===== config.mk =====
export PLATFORM = sky130hd
export DESIGN_NAME = mont_mult
export DESIGN_NICKNAME = d
export VERILOG_FILES = /design/src/hw/rsa_pkg.sv /design/src/hw/mont_mult.sv
export VERILOG_INCLUDE_DIRS = /design/src /design/src/hw
export SDC_FILE = /design/constraint.sdc
export NUM_CORES = 2
export LEC_CHECK = 0
export BUFFER_PORTS_ARGS = -buffer_cell sky130_fd_sc_hd__buf_2
export CORE_ASPECT_RATIO = 0.5
export CORE_MARGIN = 5
export CORE_UTILIZATION = 30
export CTS_BUF_LIST = sky130_fd_sc_hd__clkbuf_4 sky130_fd_sc_hd__clkbuf_8 sky130_fd_sc_hd__clkbuf_16
export DETAILED_ROUTE_END_ITERATION = 10
export HOLD_SLACK_MARGIN = 0.1
export SLEW_MARGIN = 25
export SYNTH_ARGS = -nofsm -noshare
export SYNTH_HDL_FRONTEND = slang
export SYNTH_SLANG_ARGS = --single-unit

===== constraint.sdc =====
create_clock -name i_clk -period 25.8 [get_ports i_clk]
set_input_delay 1.29 -clock i_clk [delete_from_list [all_inputs] [get_ports i_clk]]
set_output_delay 1.29 -clock i_clk [all_outputs]
set_load 0.02 [all_outputs]

===== src/hw/rsa_params.svh =====
`ifndef RSA_PARAMS_SVH
`define RSA_PARAMS_SVH

// width of every operand and result word
`define RSA_WIDTH      256

// modular doublings that move the message into the Montgomery domain
`define RSA_PREP_STEPS 256

// add-and-halve steps of one Montgomery product before its final subtract
`define RSA_MONT_STEPS 256

`endif


===== src/hw/rsa_pkg.sv =====
package rsa_pkg;

`include "rsa_params.svh"

	typedef logic [`RSA_WIDTH-1:0] rsa_word_t;

	// top level sequencing of one decryption
	typedef enum logic [1:0] {
		CORE_IDLE,
		CORE_PREP,
		CORE_STEP,
		CORE_SHIFT
	} core_state_t;

	// shared by the iterative arithmetic units
	typedef enum logic {
		STEP_IDLE,
		STEP_RUN
	} step_state_t;

endpackage


===== src/hw/mont_mult.sv =====
`timescale 1ns/1ps
`include "rsa_params.svh"

module mont_mult
	import rsa_pkg::*;
(
	input  logic      i_clk,
	input  logic      i_rst,
	input  logic      i_start,
	input  rsa_word_t i_n,
	input  rsa_word_t i_a,
	input  rsa_word_t i_b,
	output rsa_word_t o_m,
	output logic      o_fin
);

	localparam int CW = $clog2(`RSA_MONT_STEPS + 1);
	localparam logic [CW-1:0] LAST_STEP = CW'(`RSA_MONT_STEPS);
	// two guard bits hold the partial sum, which stays below 4n
	localparam int AW = `RSA_WIDTH + 2;

	step_state_t   state_r, state_w;
	logic [CW-1:0] cnt_r, cnt_w;
	logic          fin_r, fin_w;
	rsa_word_t     a_r, a_w;
	logic [AW-1:0] acc_r, acc_w;
	logic [AW-1:0] n_ext;
	logic [AW-1:0] sum_b;
	logic [AW-1:0] sum_n;

	assign n_ext = {2'b00, i_n};
	assign sum_b = a_r[0] ? acc_r + {2'b00, i_b} : acc_r;
	// adding n makes the sum even so the halving drops no information
	assign sum_n = sum_b[0] ? sum_b + n_ext : sum_b;

	assign o_m   = acc_r[`RSA_WIDTH-1:0];
	assign o_fin = fin_r;

	always_comb begin
		state_w = state_r;
		cnt_w   = cnt_r;
		fin_w   = 1'b0;
		a_w     = a_r;
		acc_w   = acc_r;

		case (state_r)
			STEP_IDLE: begin
				cnt_w = '0;
				if (i_start) begin
					a_w     = i_a;
					acc_w   = '0;
					state_w = STEP_RUN;
				end
			end
			STEP_RUN: begin
				cnt_w = cnt_r + 1'b1;
				a_w   = a_r >> 1;
				if (cnt_r == LAST_STEP) begin
					// the accumulator is below 2n here so one subtract fully reduces it
					if (acc_r >= n_ext) begin
						acc_w = acc_r - n_ext;
					end
					fin_w   = 1'b1;
					state_w = STEP_IDLE;
				end else begin
					acc_w = sum_n >> 1;
				end
			end
			default: begin
				state_w = STEP_IDLE;
			end
		endcase
	end

	always_ff @(posedge i_clk or posedge i_rst) begin
		if (i_rst) begin
			state_r <= STEP_IDLE;
			cnt_r   <= '0;
			fin_r   <= 1'b0;
		end else begin
			state_r <= state_w;
			cnt_r   <= cnt_w;
			fin_r   <= fin_w;
		end
	end

	always_ff @(posedge i_clk) begin
		a_r   <= a_w;
		acc_r <= acc_w;
	end

endmodule


==> flow_summary_export.csv <==
group,metric,value,unit
status,status,"finished clean",
place,dp.cells,15700,
layout,area_growth,11.3,%
die,dieWidth,767,microns
yosys,syn_nets,13200,
power_and_ir_drop,vdd_drop_max,0.0000719,V
sta,fmax,80.5,MHz
die,dieHeight,388,microns
critical_path,cp.required,26.26,ns
detailed_routing,vias,101000,
clock_network,root_buffer,"clkbuf_16",
sta,worst_slew_pin_slew,1.30,ns
grt,grt_max_degree,190,
power_and_ir_drop,cellLeakagePower,39.3,nW
layout,final-seq-area,0.0157,sq mm
critical_path,start_kind,"flop",
run,maxCapViolCount,0,
yosys,syn_inst,11600,
clock_network,cts_resized,0,
grt,grt_pass1_wl,762000,microns
hold_path,holdPathEnd,"cnt_r[0]",
grt,grt_pass1_vias,90600,
detailed_routing,via_per_inst,6.38,
power_and_ir_drop,power,18.2,mW
critical_path,timing.rr.end,"acc_r[208]",
clock_network,cts_tree,"built",
clock_network,cts_sinks,525,
die,fp-row-count,138,
sta,maxSlewHeadroom,0.126,
layout,multi_input_area,0.0643,sq mm
sta,hold_violations,0,
detailed_routing,wirelength,575000,microns
hold_path,worstHoldPathCells,1,
critical_path,worstPathMaxFanout,16,
critical_path,rr_startpoint,"acc_r[0]",
layout,finalNonFillerCells,15900,
yosys,synth.area.top_cells,"edfxtp_1, ha_1, a21oi_1, mux2_2, nand2_1",
detailed_routing,wire_per_inst,36.1,microns
critical_path,worstRegToRegCells,35,
layout,layout-drive-gt1-share,0.166,
yosys,synth_top_cell_by_area,"edfxtp_1",
critical_path,cp-end-kind,"flop",
clock_network,cts_setup_buffers,0,
yosys,synth_area_per_cell,7.39,sq um
yosys,yosysWarnings,0,
die,core-area,0.284,sq mm
yosys,synth_edf_count,514,
place,hpwl,491000,microns
hold_path,hp-start,"cnt_r[0]",
yosys,synth.distinct_cells,110,
place,gp_routability_congestion,1.16,
detailed_routing,firstDrtPassIters,8,
clock_network,cts_made_buffers,67,
sta,finalCriticalPeriod,12.42,ns
clock_network,postCtsHoldBufs,0,
layout,fill_cells,30800,
sta,maxSlewViolCount,0,
yosys,ys_seq_area_frac,0.183,
grt,antenna_found_initial,127,
die,initial_utilization,0.303,
detailed_routing,drtIter0Drc,16100,
sta,fin_setup_tns,0,ns
yosys,synthTopCellsByCount,"a21oi_1, nand2_1, o21ai_0",
clock_network,clock_latency,0.76,ns
die,pin_count,1028,
layout,final_core_util,0.337,
critical_path,cpMaxStageDelayCell,"o31ai_1",
sta,rsz0062_at_grt,"no",
hold_path,hold_class,"flop to flop",
yosys,synthFlopType,"edfxtp_1",
power_and_ir_drop,power_density,190,mW/mm^2
layout,stdcell_area,0.0956,sq mm
sta,min_period_over_period,0.482,
grt,grt_overflow,0,
critical_path,cp.arrival,12.88,ns
yosys,ys_ff_latch,525,
critical_path,setup.worst_path.class,"flop to flop",
critical_path,cp_common_cell,"a21oi_1",
die,die_area,0.298,sq mm
detailed_routing,drc,0,
grt,gr-usage-all-layers,0.361,
clock_network,htreeDepth,3,
sta,setup_violations,0,
critical_path,reg2reg_slack,13.38,ns
yosys,synth_area,0.0859,sq mm
place,placed_cell_area,0.0930,sq mm
yosys,post-synth-top-count-cell,"a21oi_1",
sta,fin_skew,0.0753,ns
yosys,synth_top_area_frac,0.180,
yosys,async_flop_share,0.0210,
place,io_buffers,1027,
critical_path,slowest_delay,0.90,ns
clock_network,clk_path_buf_depth,3,
layout,final_net_count,13600,
clock_network,clk_pin_slew,0.07,ns
detailed_routing,ant_nets,0,
[critical path, delay by kind of cell (launching register included)]
family,cells,cell delay (ns)
compound gates,22,8.19
xor+xnor,2,0.32
fa+ha+maj,3,1.12
buf+inv,3,0.78
flops,1,0.32
mux,1,0.29
simple gates,4,1.08
[cell usage in the layout (no fill, tap or decap), types with 67 or more instances in the layout]
cell type	instances
a21oi_1	1502
buf_4	161
inv_1	513
clkbuf_16	67
diode_2	68
a221oi_1	90
buf_2	1028
o31ai_1	67
xor2_1	295
a31oi_1	116
nand4_1	448
mux2_2	483
o21a_1	147
edfxtp_1	514
nand3_1	145
nor4_1	68
nor2_1	915
ha_1	769
nand2_1	1307
o21ai_0	933
xnor2_1	442
a211oi_1	107
nor3_1	202
a311oi_1	84
a21o_1	347
o21bai_1	261
a21boi_0	71
[power by group]
part	switching [mW]	leakage (nW)	total [mW]	internal, mW
registers	0.568	5.75	1.99	1.42
clock network	0.519	1.12	1.10	0.582
logic	10.3	32.4	15.1	4.77
[state kept, by name (all words and copies together) (netlist names)]
name,cells
a_r,256
acc_r,258
cnt_r,9
o_fin,1
state_r,1
[logic make-up after synthesis]
group                    after synthesis  synth area share
AND/OR/NAND/NOR                     3524             0.190
buffers and inverters               1390            0.0742
adder cells (fa/ha/maj)              772             0.113
multiplexers                         498            0.0651
XOR/XNOR                             738            0.0754
flip-flops                           525             0.183
AO/OA/AOI/OAI                       4177             0.300
[stage by stage]
| stage | hold slack (ns) | worst slack (ns) |
|---|---|---|
| floorplan | 0.454 | 7.65 |
| global placement | 0.469 | 13.21 |
| detailed placement | 0.490 | 13.82 |
| CTS | 0.499 | 14.39 |
| global route | 0.544 | 13.52 |
| finish | 0.490 | 13.38 |
[routing by layer]
layer / routed length (microns) / part of all wire / up-vias / global-route usage
li1: - / - / 43800 / -
met1: 249000 / 0.43 / 49800 / 0.505
met2: 214000 / 0.37 / 6760 / 0.473
met3: 82900 / 0.14 / 1023 / 0.158
met4: 27700 / 0.048 / 70 / 0.145
met5: 460 / 0.00080 / - / 0.00223
[area by class of cell]
cell class                 count  area share
multi-input combinational   9709       0.672
sequential                   525       0.164
timing repair buffer        1195      0.0676
tap                         3780      0.0495
inverter                     516      0.0204
clock buffer                  77      0.0183
clock inverter                42     0.00599
antenna                       68     0.00178
[how the worst max path moves through the flow]
stage                 end      from  slack [ns]  cells past startpoint
2_1_floorplan    acc_r[0]    i_n[0]        7.65                     17
3_3_place_gp   acc_r[252]    i_b[0]       13.21                     36
3_5_place_dp   acc_r[208]    i_b[0]       13.82                     33
4_1_cts        acc_r[208]  acc_r[0]       14.39                     33
5_1_grt        acc_r[208]  acc_r[0]       13.52                     33
6_report       acc_r[208]  acc_r[0]       13.38                     35
Note: power is estimated with default switching activity, not from simulation.
